## config.mk

```make
export PLATFORM = sky130hd
export DESIGN_NAME = cmp_rx_fiber_in
export DESIGN_NICKNAME = d
export VERILOG_FILES = /design/src/cmp_rx_pkg.sv /design/src/cmp_rx_lane_ctrl.sv /design/src/cmp_rx_slot_timer.sv /design/src/cmp_rx_frame_assembler.sv /design/src/cmp_rx_link_monitor.sv /design/src/cmp_rx_code_err_counter.sv /design/src/cmp_rx_fiber_in.sv
export SDC_FILE = /design/constraint.sdc
export NUM_CORES = 1
export LEC_CHECK = 0
export ABC_AREA = 1
export BUFFER_PORTS_ARGS = -buffer_cell sky130_fd_sc_hd__buf_2
export CORE_ASPECT_RATIO = 1.75
export CORE_MARGIN = 3
export CORE_UTILIZATION = 25
export CTS_CLUSTER_SIZE = 25
export DETAILED_ROUTE_END_ITERATION = 10
export MAX_ROUTING_LAYER = met4
export PLACE_DENSITY_LB_ADDON = 0.1
export SKIP_LAST_GASP = 1
export SYNTH_ARGS = -nofsm -noshare
export SYNTH_HDL_FRONTEND = slang
export SYNTH_SLANG_ARGS = --single-unit
```

## constraint.sdc

```tcl
create_clock -name CMP_RX_CLK160 -period 4.43 [get_ports CMP_RX_CLK160]
set_clock_uncertainty 0.2 [all_clocks]
set_input_delay 0.886 -clock CMP_RX_CLK160 [delete_from_list [all_inputs] [get_ports CMP_RX_CLK160]]
set_output_delay 0.886 -clock CMP_RX_CLK160 [all_outputs]
set_load 0.02 [all_outputs]
```

## src/cmp_rx_pkg.sv

```systemverilog
`default_nettype none

package cmp_rx_pkg;

	// ----------------------------------------
	// Protocol constants
	// ----------------------------------------
	localparam int word_w = 16;                  // One received word
	localparam int frame_words = 3;              // Data words per bunch crossing
	localparam logic [1:0] k_low_isk = 2'b01;    // Marker: K in low byte only
	localparam logic [7:0] ltncy_char = 8'hFC;   // Latency trigger K-char
	localparam logic [3:0] eof_nibble = 4'hE;    // Bits 4..1 of a valid EOF K-char
	localparam logic [3:0] err_sat_hi = 4'hE;    // Loss counter stops here (upper nibble)

	// ----------------------------------------
	// Word and lane types
	// ----------------------------------------
	// K-char view of a word
	typedef struct packed {
		logic [7:0] upper;   // Free data byte in the EOF word
		logic [7:0] kchar;   // K-character, low byte
	} rx_char_t;

	// Same 16 bits, data or marker reading
	typedef union packed {
		logic [word_w-1:0] data;
		rx_char_t          chr;
	} rx_word_t;

	// What the transceiver hands over each cycle
	typedef struct packed {
		rx_word_t   word;
		logic [1:0] isk;            // Char-is-K, per byte
		logic [1:0] notintable;     // 8b10b code not in table
		logic [1:0] disperr;        // Running disparity error
		logic       lossofsync_hi;  // Upper loss-of-sync bit
	} rx_lane_t;

	// Slot strobes of one bunch crossing
	typedef struct packed {
		logic cew0;   // Marker slot
		logic cew1;
		logic cew2;
		logic cew3;
	} slot_t;

	// ----------------------------------------
	// Frame and link types
	// ----------------------------------------
	typedef struct packed {
		logic [word_w*frame_words-1:0] data;     // Word 3 high, word 1 low
		logic [frame_words-1:0]        nonzero;  // Bit i set when word i+1 nonzero
		logic                          ltncy_trig;
	} frame_t;

	typedef struct packed {
		logic       link_good;
		logic       link_had_err;
		logic       link_bad;
		logic [7:0] err_count;   // Times the link was lost
	} link_status_t;

endpackage

`default_nettype wire

```

## src/cmp_rx_lane_ctrl.sv

```systemverilog
`default_nettype none

module cmp_rx_lane_ctrl (
	input  wire  CMP_RX_CLK160,
	input  wire  cmp_rx_resetdone,   // Async, active low
	input  wire  byte_aligned,
	input  wire  sync_done,          // From external phase aligner
	input  wire  ttc_resync,
	output logic rst_done,
	output logic phase_align_rst,
	output logic calign,
	output logic rx_clear
);

	logic resetdone_q;   // First sync stage

	// Reset-done double sync, phase-align reset trails it by one edge
	always_ff @(posedge CMP_RX_CLK160 or negedge cmp_rx_resetdone) begin
		if (!cmp_rx_resetdone) begin
			resetdone_q     <= 1'b0;
			rst_done        <= 1'b0;
			phase_align_rst <= 1'b1;   // Hold aligner in reset
			calign          <= 1'b1;   // Hunt for commas from the start
		end else begin
			resetdone_q     <= 1'b1;
			rst_done        <= resetdone_q;
			phase_align_rst <= !rst_done;
			calign          <= !byte_aligned;   // Comma align until bytes lock
		end
	end

	// Data path clear, no phase sync yet or resync from TTC
	assign rx_clear = !sync_done || ttc_resync;

endmodule

`default_nettype wire

```

## src/cmp_rx_slot_timer.sv

```systemverilog
`default_nettype none

module cmp_rx_slot_timer (
	input  wire                  CMP_RX_CLK160,
	input  wire                  cmp_rx_resetdone,
	input  wire cmp_rx_pkg::rx_lane_t lane,
	output cmp_rx_pkg::slot_t    slots
);

	logic marker;   // EOF K-word seen this cycle

	// Only the low byte flagged as K
	assign marker = (lane.isk == cmp_rx_pkg::k_low_isk);

	// ----------------------------------------
	// Four-slot ring
	// ----------------------------------------
	// Marker at edge n gives cew1 in n+1, then cew2, cew3, cew0
	// A fresh marker reloads cew1 while older bits keep moving
	always_ff @(posedge CMP_RX_CLK160 or negedge cmp_rx_resetdone) begin
		if (!cmp_rx_resetdone) begin
			slots <= '0;
		end else begin
			slots.cew1 <= marker;       // First data word next
			slots.cew2 <= slots.cew1;
			slots.cew3 <= slots.cew2;   // Last data word
			slots.cew0 <= slots.cew3;   // Where the next marker belongs
		end
	end

endmodule

`default_nettype wire

```

## src/cmp_rx_frame_assembler.sv

```systemverilog
`default_nettype none

module cmp_rx_frame_assembler (
	input  wire                       CMP_RX_CLK160,
	input  wire                       cmp_rx_resetdone,
	input  wire                       rx_clear,
	input  wire cmp_rx_pkg::rx_lane_t lane,
	input  wire cmp_rx_pkg::slot_t    slots,
	output cmp_rx_pkg::frame_t        frame,
	output logic                      frame_valid
);

	logic [cmp_rx_pkg::word_w-1:0] w1;   // First data word
	logic [cmp_rx_pkg::word_w-1:0] w2;   // Second data word
	logic                          lt_pending;
	logic                          lt_hit;

	// Marker word that carries the latency trigger
	assign lt_hit = (lane.isk == cmp_rx_pkg::k_low_isk) &&
		(lane.word.chr.kchar == cmp_rx_pkg::ltncy_char);

	// ----------------------------------------
	// Word capture
	// ----------------------------------------
	always_ff @(posedge CMP_RX_CLK160) begin
		if (slots.cew1)
			w1 <= lane.word.data;
		if (slots.cew2)
			w2 <= lane.word.data;
	end

	// ----------------------------------------
	// Frame output, one cycle after cew3
	// ----------------------------------------
	always_ff @(posedge CMP_RX_CLK160 or negedge cmp_rx_resetdone) begin
		if (!cmp_rx_resetdone) begin
			lt_pending  <= 1'b0;
			frame       <= '0;
			frame_valid <= 1'b0;
		end else if (rx_clear) begin
			lt_pending  <= 1'b0;   // First frame after clear has no trigger
			frame       <= '0;
			frame_valid <= 1'b0;
		end else begin
			// Marker sitting in the cew0 slot, otherwise no trigger
			if (slots.cew0)
				lt_pending <= lt_hit;

			frame_valid <= slots.cew3;
			if (slots.cew3) begin
				frame.data       <= {lane.word.data, w2, w1};   // Word 3 on top
				frame.nonzero    <= {|lane.word.data, |w2, |w1};
				frame.ltncy_trig <= lt_pending;
			end else begin
				frame <= '0;   // Idle frame reads zero
			end
		end
	end

endmodule

`default_nettype wire

```

## src/cmp_rx_link_monitor.sv

```systemverilog
`default_nettype none

module cmp_rx_link_monitor #(
	parameter int lock_frames = 15   // Clean frames before link_good
) (
	input  wire                       CMP_RX_CLK160,
	input  wire                       cmp_rx_resetdone,
	input  wire                       rx_clear,
	input  wire cmp_rx_pkg::rx_lane_t lane,
	input  wire cmp_rx_pkg::slot_t    slots,
	output cmp_rx_pkg::link_status_t  link
);

	localparam int lock_w = $clog2(lock_frames + 1);
	localparam logic [lock_w-1:0] lock_max = lock_w'(lock_frames);

	logic [3:0]        health;      // One bit per slot of the last frame
	logic              unsettled;   // Last frame not fully clean
	logic [lock_w-1:0] lock_cnt;
	logic              link_good;
	logic              link_err;    // Link was lost at least once
	logic [7:0]        err_count;
	logic              went_down;
	logic              marker_ok;
	logic              data_ok;

	// ----------------------------------------
	// Per-slot health checks
	// ----------------------------------------
	assign marker_ok = !lane.lossofsync_hi && (lane.isk == cmp_rx_pkg::k_low_isk) &&
		(lane.notintable == 2'b00) && (lane.word.chr.kchar[4:1] == cmp_rx_pkg::eof_nibble);
	assign data_ok = !lane.lossofsync_hi && (lane.notintable == 2'b00) &&
		(lane.isk == 2'b00);   // Data slots carry no K

	assign went_down = link_good && unsettled;

	always_ff @(posedge CMP_RX_CLK160 or negedge cmp_rx_resetdone) begin
		if (!cmp_rx_resetdone) begin
			health    <= '0;
			unsettled <= 1'b1;
			lock_cnt  <= '0;
			link_good <= 1'b0;
			link_err  <= 1'b0;
			err_count <= '0;
		end else if (rx_clear) begin
			health    <= '0;
			unsettled <= 1'b1;
			lock_cnt  <= '0;
			link_good <= 1'b0;
			link_err  <= 1'b0;
			err_count <= '0;
		end else begin
			if (slots.cew0)
				health[0] <= marker_ok;
			else if (slots.cew1)
				health[1] <= data_ok && !slots.cew2 && !slots.cew3;   // No stray marker
			else if (slots.cew2)
				health[2] <= data_ok && !slots.cew3;
			else if (slots.cew3)
				health[3] <= data_ok;
			else
				health <= '0;   // Gap in the slot train

			unsettled <= (health != 4'hF);

			// Lock counter, one step per clean frame
			if (unsettled)
				lock_cnt <= '0;
			else if (!link_good && slots.cew3)
				lock_cnt <= lock_cnt + 1'b1;
			link_good <= !unsettled && (lock_cnt == lock_max);

			// Loss bookkeeping
			if (went_down)
				link_err <= 1'b1;
			if (went_down && (err_count[7:4] != cmp_rx_pkg::err_sat_hi))
				err_count <= err_count + 1'b1;
		end
	end

	// ----------------------------------------
	// Status out
	// ----------------------------------------
	assign link.link_good    = link_good;
	assign link.link_had_err = link_err || unsettled;   // Also never-alive
	assign link.link_bad     = err_count[7];
	assign link.err_count    = err_count;

endmodule

`default_nettype wire

```

## src/cmp_rx_code_err_counter.sv

```systemverilog
`default_nettype none

module cmp_rx_code_err_counter #(
	parameter int code_cnt_w = 16
) (
	input  wire                       CMP_RX_CLK160,
	input  wire                       cmp_rx_resetdone,
	input  wire                       rx_clear,
	input  wire cmp_rx_pkg::rx_lane_t lane,
	input  wire cmp_rx_pkg::slot_t    slots,
	output logic [code_cnt_w-1:0]     notintable_count,
	output logic [code_cnt_w-1:0]     disperr_count
);

	// Stop one short of all ones
	localparam logic [code_cnt_w-1:0] cnt_sat = {{(code_cnt_w-1){1'b1}}, 1'b0};

	logic in_slot;   // Any strobe of the frame

	// Saturating step on a nonzero flag pair
	function automatic logic [code_cnt_w-1:0] sat_bump(input logic [code_cnt_w-1:0] cnt,
		input logic [1:0] flags);
		if ((flags != 2'b00) && (cnt != cnt_sat))
			return cnt + 1'b1;
		return cnt;
	endfunction

	assign in_slot = |slots;

	always_ff @(posedge CMP_RX_CLK160 or negedge cmp_rx_resetdone) begin
		if (!cmp_rx_resetdone) begin
			notintable_count <= '0;
			disperr_count    <= '0;
		end else if (rx_clear) begin
			notintable_count <= '0;
			disperr_count    <= '0;
		end else if (in_slot) begin
			notintable_count <= sat_bump(notintable_count, lane.notintable);
			disperr_count    <= sat_bump(disperr_count, lane.disperr);
		end
	end

endmodule

`default_nettype wire

```

## src/cmp_rx_fiber_in.sv

```systemverilog
`default_nettype none

module cmp_rx_fiber_in #(
	parameter int lock_frames = 15,
	parameter int code_cnt_w  = 16
) (
	input  wire                       CMP_RX_CLK160,
	input  wire                       cmp_rx_resetdone,
	input  wire cmp_rx_pkg::rx_lane_t lane,
	input  wire                       byte_aligned,
	input  wire                       sync_done,
	input  wire                       ttc_resync,
	output logic                      rst_done,
	output logic                      phase_align_rst,
	output logic                      calign,
	output cmp_rx_pkg::slot_t         slots,
	output cmp_rx_pkg::frame_t        frame,
	output logic                      frame_valid,
	output cmp_rx_pkg::link_status_t  link,
	output logic [code_cnt_w-1:0]     notintable_count,
	output logic [code_cnt_w-1:0]     disperr_count
);

	logic rx_clear;   // Sync clear for the data path

	// ----------------------------------------
	// Lane control and slot timing
	// ----------------------------------------
	cmp_rx_lane_ctrl u_lane_ctrl (
		.CMP_RX_CLK160    (CMP_RX_CLK160),
		.cmp_rx_resetdone (cmp_rx_resetdone),
		.byte_aligned     (byte_aligned),
		.sync_done        (sync_done),
		.ttc_resync       (ttc_resync),
		.rst_done         (rst_done),
		.phase_align_rst  (phase_align_rst),
		.calign           (calign),
		.rx_clear         (rx_clear)
	);

	cmp_rx_slot_timer u_slot_timer (
		.CMP_RX_CLK160    (CMP_RX_CLK160),
		.cmp_rx_resetdone (cmp_rx_resetdone),
		.lane             (lane),
		.slots            (slots)
	);

	// ----------------------------------------
	// Data path
	// ----------------------------------------
	cmp_rx_frame_assembler u_frame_assembler (
		.CMP_RX_CLK160    (CMP_RX_CLK160),
		.cmp_rx_resetdone (cmp_rx_resetdone),
		.rx_clear         (rx_clear),
		.lane             (lane),
		.slots            (slots),
		.frame            (frame),
		.frame_valid      (frame_valid)
	);

	cmp_rx_link_monitor #(.lock_frames(lock_frames)) u_link_monitor (
		.CMP_RX_CLK160    (CMP_RX_CLK160),
		.cmp_rx_resetdone (cmp_rx_resetdone),
		.rx_clear         (rx_clear),
		.lane             (lane),
		.slots            (slots),
		.link             (link)
	);

	cmp_rx_code_err_counter #(.code_cnt_w(code_cnt_w)) u_code_err_counter (
		.CMP_RX_CLK160    (CMP_RX_CLK160),
		.cmp_rx_resetdone (cmp_rx_resetdone),
		.rx_clear         (rx_clear),
		.lane             (lane),
		.slots            (slots),
		.notintable_count (notintable_count),
		.disperr_count    (disperr_count)
	);

endmodule

`default_nettype wire

```

== Yosys cells after proc, flatten, opt, wreduce, memory -nomap -nowiden ==
Index checks and enable logic that the tools add are counted.

* Bitwise gates (word level): 0
* Divide/modulo/power cells: 0
* Eq/ne operators: 17
* Multiplexer cells: 39
* Reductions and logical operators: 46
* Multipliers: 0
* Shift operators: 0
* Add/subtract/negate cells: 4
* $lt $le $gt $ge: 0

{| class="wikitable"
|+ Operators with widths
! kind !! count
|-
| two-way mux 16 bit || 8
|-
| two-way mux 52 bit || 2
|-
| OR reduction 16 bit || 3
|-
| adder 16 x 1 -> 16 bit (second input constant) || 2
|-
| inequality test 16 bit (second input constant) || 2
|-
| two-way mux 1 bit || 19
|-
| inequality test 3 x 2 -> 1 bit (second input constant) || 6
|-
| two-way mux 4 bit || 4
|-
| two-way mux 8 bit || 2
|-
| nonzero test 2 bit || 8
|-
| logical AND 1 bit || 15
|-
| AND reduction 3 bit || 4
|-
| adder 8 x 1 -> 8 bit (second input constant) || 1
|-
| == test 4 bit (second input constant) || 2
|-
| == test 8 bit (second input constant) || 1
|-
| zero test 1 bit || 8
|-
| inequality test 4 bit (second input constant) || 2
|-
| two-way mux 3 bit || 2
|-
| inequality test 2 bit (second input constant) || 3
|-
| adder 4 x 1 -> 4 bit (second input constant) || 1
|-
| zero test 2 bit || 2
|-
| two-way mux 2 bit || 2
|-
| AND reduction 2 bit || 2
|-
| OR reduction 4 bit || 1
|-
| other kinds (3) || 4
|}

* Bits in latches: 0
* Bits in registers: 145
* Input bits: 28
* Memory bits (read-only): 0
* Word-level logic and storage cells: 132
* Memories: 0
* Memory bits (writable): 0

== Depth between registers and ports, before layout ==
Gate-level depths: netlist (run 1).

* Word-level depth: 8
* Gate-level depth with buffers: 11
* Mapped depth without buffers: 10

== Hierarchy ==
From an unflattened synthesis (run 1), not the netlist that was laid out.

* Cells, all modules: 758
* Area, all modules: 6488.7 um^2

{| class="wikitable"
|+ By module, submodules not included
! module !! times used !! area each (um^2) !! cells each !! sequential area each (um^2)
|-
| cmp_rx_frame_assembler || 1 || 2951.6 || 245 || 2312.2
|-
| cmp_rx_code_err_counter || 1 || 2213.4 || 355 || 800.8
|-
| cmp_rx_link_monitor || 1 || 1092.3 || 143 || 476.7
|-
| cmp_rx_lane_ctrl || 1 || 121.4 || 9 || 102.6
|-
| cmp_rx_slot_timer || 1 || 110.1 || 6 || 100.1
|}

== Worst setup path before layout (run 1) ==
Ideal clock, no wire load.

* Kind: input to register
* Start: input sync_done
* End: register u_link_monitor.err_count[6]
* Data required time: 4.113 ns
* Arrival: 1.789 ns
* Path slack: 2.324 ns
* Stages on the path: 8
* Cell sequence: inv_1 -> nor2_4 -> inv_1 -> buf_2 -> buf_1 -> nor2_1 -> nand2_1 -> nand2_1

* Longest elaborated chain between the ends: 3
* Elaborated cells on any way between the ends: 4

{| class="wikitable"
|+ Ends and longest elaborated chain
! what !! RTL line !! RTL
|-
| start: declaration || cmp_rx_fiber_in.sv:11 || <nowiki>input wire sync_done,</nowiki>
|-
| zero test 1 bit (*) || cmp_rx_lane_ctrl.sv:33 || <nowiki>assign rx_clear = !sync_done || ttc_resync;</nowiki>
|-
| logical OR 1 bit (*) || cmp_rx_lane_ctrl.sv:33 ||
|-
| two-way mux 8 bit or nonzero test 2 bit (tied branches) || - ||
|-
| end signal: assignment || cmp_rx_link_monitor.sv:77 || <nowiki>err_count <= err_count + 1'b1;</nowiki>
|-
| end: declaration || cmp_rx_link_monitor.sv:22 || <nowiki>logic [7:0] err_count;</nowiki>
|}

Mark *: on every way between the ends. The rest lies on a longest branch, timed or not.
A chain may end at the register's enable or synchronous reset.

== Final worst setup path (run 1) ==
* Start: register u_slot_timer.slots[1] (netlist name)
* End: output slots[1] (netlist name)

{| class="wikitable"
|+ RTL lines
! what !! RTL line !! RTL
|-
| end: declaration || cmp_rx_fiber_in.sv:16 || <nowiki>output cmp_rx_pkg::slot_t slots,</nowiki>
|}

No word-level cell between the ends.

==> results of run 1 <==
registers in the layout, summed over array words and instances (netlist names), 4 cells and up:
name	cells
u_frame_assembler.frame	52
u_code_err_counter.disperr_count	16
u_code_err_counter.notintable_count	16
u_frame_assembler.w1	16
u_frame_assembler.w2	16
u_link_monitor.err_count	8
u_link_monitor.health	4
u_link_monitor.lock_cnt	4
u_slot_timer.slots	4
cells in the final DEF, fill, tap and decap left out, types with 6 or more instances in the layout:
cell       count
a21oi_1       17
a31oi_1        6
buf_2        129
clkbuf_16     17
dfrtp_1      110
edfxtp_1      32
ha_1           6
inv_1         74
nand2_1      181
nand3_1       46
nand4_1       17
nor2_1       124
nor3_1        15
nor4_1         6
o21ai_0        7
o21bai_1       7
power breakdown:
group | switching, mW | total (mW) | internal (mW)
Combinational | 0.117 | 0.161 | 0.0432
Sequential | 0.0231 | 1.42 | 1.40
Clock | 0.598 | 1.32 | 0.717
Total | 0.739 | 2.90 | 2.16
area by class of cell:
class	count	area share [%]
flip-flops and latches	145	48.3
multi-input cells	460	27.4
repair buffers	135	8.95
clock buffers	17	5.42
well taps	312	4.97
inverters	74	3.54
clock inverters	15	1.42
diodes	1	0.0319
final timing paths:
check | from | end | slack, ns
setup / recovery | u_slot_timer.slots[1] | slots[1] | 1.61
hold / removal | u_lane_ctrl.resetdone_q | u_lane_ctrl.rst_done | 0.15
setup reg to reg | u_slot_timer.slots[1] | u_code_err_counter.disperr_count[12] | 2.07
hold reg to reg | u_lane_ctrl.resetdone_q | u_lane_ctrl.rst_done | 0.15
max in group asynchronous | cmp_rx_resetdone | u_link_monitor.unsettled | 2.87
min in group asynchronous | cmp_rx_resetdone | u_frame_assembler.frame[15] | 0.34
metal layers:
metal	up-vias	part of all wire, %	GRT usage [%]	wire [µm]
met5	-	0	-	0
met4	0	3.0	6.48	537
met3	26	4.6	3.43	809
met2	129	53	24.5	9490
met1	2321	39	14.2	6920
li1	2506	-	-	-
stage by stage:
| step | cell area (µm²) | hold slack, ns | cells |
|---|---|---|---|
| final | 7850 | 0.154 | 1159 |
| after global routing | 7850 | 0.169 | 1159 |
| after CTS | 7850 | 0.157 | 1158 |
| after detailed placement | 7310 | 0.136 | 1126 |
| after global placement | 7310 | 0.133 | 1126 |
| after floorplan | 6330 | 0.131 | 697 |
logic make-up after synthesis:
family | count (synthesis)
xor gates and xnor gates | 3
buffers and inverters | 92
adders and majority gates | 6
AOI/OAI and AO/OA | 44
DFF | 145
and+or+nand+nor | 406
other | 1
==> out/results.txt, run 1 <==
Max VDD drop - 0.265 mV
Placer Congestion - 0.817
Required @ worst endpoint - 3.34 ns
YS warnings - 0
Die Span Y - 217 µm
Initial Util - 25.5%
Tot GR Track Use - 13.8%
Cts hold-fix bufs - 0
Post-synth cell types - 37
Per-cell routed wire length - 15.3 µm
Number of global-route vias before repair - 5012
Share of the synthesized area in the top cell type - 43.5%
Max incr delay on CP - 0.97 ns
CP Capture Type - output port
Site Rows - 76
Post-place setup slack - 1.58 ns
First-pass GRT wire length - 28000 µm
CP Class - flop to output port
WP depth - 1
CTS Buf Count - 17
Min-Delay Path Depth - 0
1st-pass router iterations - 4
Post-synth ARST share - 77.9%
Clock buffer depth - 2
Reg area - 3790 µm²
Fin crit share - 63.6%
Average size of a mapped cell - 9.08 µm²
Post-CTS Setup Repair Bufs - 0
Vias - 4982
Fraction of the mapped netlist area in compound gates - 4.39%
Die area - 27300 µm²
Status - finished clean
Syn_nets - 731
Nets@finish - 867
Post-route setup slack - 1.61 ns
Largest family of logic cells by synthesized area - simple AND/OR/NAND/NOR gates
Register area share after synthesis - 59.9%
Leak Pwr - 3.94 nW
CP bufs+invs - 1
Max Slew Vio Count - 0
WP data arrival - 1.73 ns
CTS sink cnt - 145
Post-synth top cells - nand2_1 (181), nor2_1 (124), dfrtp_1 (110)
Least-Margin Pin Slew - 0.958 ns
Post-synth EDFFs - 32
CTS tree - built
Yosys reg bits - 145
DR vias/cell - 4.30
Post-DP HPWL - 12900 µm
Setup TNS - 0 ns
Syn Inst Count - 697
Critical path's slowest cell - dfrtp_1
Detailed-route wire length - 17800 µm
Top-count cell post-synth - nand2_1
Clock-pin slew on the worst setup and hold paths - 0.07 ns
Crit-path cells - buf_2
Fin. Hold Viols - 0
PostCTS Resize Cnt - 0
Share of layout cells above drive strength 1 - 22.2%
DRC - 0
Clk_lat worst skew - 0.43 ns
Remaining Overflow, GRT - 0
Min Tclk post-route - 2.82 ns
Max_cap viols - 0
Synth Cell Area - 6330 µm²
Mux cell area share after synthesis - 0%
PD cells - 369 nW/µm²
Largest area contributor in the netlist - dfrtp_1
Core area - 24800 µm²
R2R cell count - 5
Area of the multi-input gates - 2150 µm²
Port buffer count - 130
Number of DRC markers in iteration 0 - 173
Root Driver - clkbuf_16
Xor/xnor share of the synthesized area - 0.415%
Worst hold path class - flop to flop
Post-synth top flop - dfrtp_1
Final setup fails - 0
ANT nets after route - 0
Crit Path Max Fanout - 22
H-tree depth - 4
# fillers - 2643
Area delta synth->final - 24.0%
Total power - 2.90 mW
Number of I/O pins - 131
Simple-Gate Fraction of Synth Area - 27.9%
Synth area leaders - dfrtp_1 (43%), edfxtp_1 (15%), nand2_1 (11%)
Rel. slew slack - 36.1%
Adder-cell area share of the yosys netlist - 1.19%
RSZ-0062 raised after global routing - no
Share of the core filled with cells - 31.6%
Largest net degree at the start of global routing - 61
Crit path launch type - flop
Crit path max-delay family - flip-flops
DIE WIDTH - 126 µm
Initial antenna violation count - 1
FMAX - 355 MHz
No activity file was read; power rests on OpenSTA's default activity.
==> run 2: changes to the inputs <==
==> constraint.sdc (replaced) <==
create_clock -name CMP_RX_CLK160 -period 2.35 [get_ports CMP_RX_CLK160]
set_clock_uncertainty 0.2 [all_clocks]
set_input_delay 0.47 -clock CMP_RX_CLK160 [delete_from_list [all_inputs] [get_ports CMP_RX_CLK160]]
set_output_delay 0.47 -clock CMP_RX_CLK160 [all_outputs]
set_load 0.02 [all_outputs]
==> run 2 against run 1 <==
Compared with the run above:
- hold slack worse by 0.094 ns
- flip-flop and latch count unchanged
- non-clock buffer count increased by 15
- count of clock-buffer cells in the layout is 4 higher
- register-to-register slack worse by 1.6 ns
- worst setup slack got worse by 1.3 ns
- design area rose by 1.9%
- power grew 94%
- largest cell class unchanged
- highest routed layer unchanged
==> out/results.txt, run 2 (synthesis gave the netlist of run 1 again) <==
Number of global-route vias before repair - 5256
Met3 Routed Length - 816 µm
Number of I/O pins - 131
Metal-1 WL - 6900 µm
Crit path launch type - flop
PostCTS Resize Cnt - 0
Clock-pin slew on the worst setup and hold paths - 0.06 ns
DIE WIDTH - 126 µm
Site Rows - 76
Root Driver - clkbuf_16
Share of the core filled with cells - 32.2%
Crit path max-delay family - buffers and inverters
Crit Path Max Fanout - 21
Crit-path cells - buf_4 > buf_2
Placed cell area - 7420 µm²
WP depth - 2
Nets@finish - 882
WP data arrival - 1.37 ns
Tot GR Track Use - 14.0%
Initial antenna violation count - 1
ANT nets after route - 0
Critical path's slowest cell - dfrtp_1
Clk_lat worst skew - 0.43 ns
Placer Congestion - 0.820
Post-DP HPWL - 13300 µm
Port buffer count - 130
Max reg flops - 52
Initial Util - 25.5%
Commonest non-fill, non-tap cell in the layout - nand2_1
Required @ worst endpoint - 1.68 ns
Setup TNS - 0 ns
Worst hold path class - primary input to flop
Worst Setup SP - u_slot_timer.slots[1]
Most frequent cells in the layout - nand2_1 (181), buf_2 (129), nor2_1 (124), dfrtp_1 (110), inv_1 (74)
Worst setup path end - slots[1]
Core area - 24800 µm²
Max Slew Vio Count - 0
Worst reg2reg setup slack - 0.50 ns
H-tree depth - 4
CP Class - flop to output port
DR vias/cell - 4.30
FMAX - 489 MHz
R2R cell count - 9
Leak Pwr - 4.02 nW
CTS Buf Count - 17
Status - finished clean
CTS sink cnt - 145
Fin. Hold Viols - 0
RSZ-0062 raised after global routing - no
PD cells - 701 nW/µm²
R2r startpoint - u_code_err_counter.disperr_count[0]
Area delta synth->final - 26.4%
WL met2 - 9680 µm
DRC - 0
Rel. slew slack - 60.7%
Per-cell routed wire length - 15.2 µm
Top layer in use - met4
Final setup fails - 0
1st-pass router iterations - 4
Die area - 27300 µm²
CP bufs+invs - 2
Min Tclk post-route - 2.04 ns
Die Span Y - 217 µm
Register with the most flip-flops - u_frame_assembler.frame
Fin crit share - 87.0%
Least-Margin Pin Slew - 0.589 ns
Max VDD drop - 0.432 mV
CTS tree - built
Reg2reg end - u_code_err_counter.disperr_count[14]
Remaining Overflow, GRT - 0
Vias - 5052
Number of DRC markers in iteration 0 - 205
Share of layout cells above drive strength 1 - 22.8%
CP Capture Type - output port
First-pass GRT wire length - 28400 µm
Max_cap viols - 0
Min-Delay Path Depth - 1
Design area - 8000 µm²
Max incr delay on CP - 0.39 ns
Total power - 5.61 mW
Detailed-route wire length - 17800 µm
Largest net degree at the start of global routing - 42
Clock buffer depth - 2
run 2: final cells by class:
class                           instances  area (µm²)
Antenna cell                            1        2.50
Clock inverter                         11         118
Multi-Input combinational cell        460        2150
Inverter                               74         278
Timing Repair Buffer                  150         833
Tap cell                              312         390
Clock buffer                           21         440
Fill cell                            2643       16800
Sequential cell                       145        3790
run 2: metrics by stage:
step | hold slack, ns | setup slack, ns | cells
after floorplan | -0.0256 | 0.359 | 697
after CTS | 0.0271 | 0.246 | 1173
after global routing | 0.0312 | 0.197 | 1174
after detailed placement | 0.141 | 0.343 | 1139
after global placement | 0.133 | 0.376 | 1139
final | 0.0594 | 0.306 | 1174
run 2: worst min-delay path by stage:
stage               slack (ns)                             endpoint                     from
global placement          0.13                 u_lane_ctrl.rst_done  u_lane_ctrl.resetdone_q
finish                    0.06              u_frame_assembler.w1[0]                  lane[7]
CTS                       0.03              u_frame_assembler.w1[0]                  lane[7]
global route              0.03              u_frame_assembler.w1[8]                 lane[15]
detailed placement        0.14                 u_lane_ctrl.rst_done  u_lane_ctrl.resetdone_q
floorplan                -0.03  u_code_err_counter.disperr_count[0]         cmp_rx_resetdone
run 2: layer usage:
layer | vias up | track usage [%]
li1 | 2535 | -
met3 | 26 | 3.85
met2 | 125 | 25.1
met4 | 0 | 5.44
met1 | 2366 | 14.3
met5 | - | -
run 2: power breakdown:
part           internal, mW  switching, mW
Combinational        0.0979          0.239
Sequential             2.63         0.0300
Clock                  1.55           1.06
run 2: what timing repair did:
action                                 CTS  global route
hold buffers                             2             0
endpoints found under the hold margin   16             0
setup buffers                            0             0
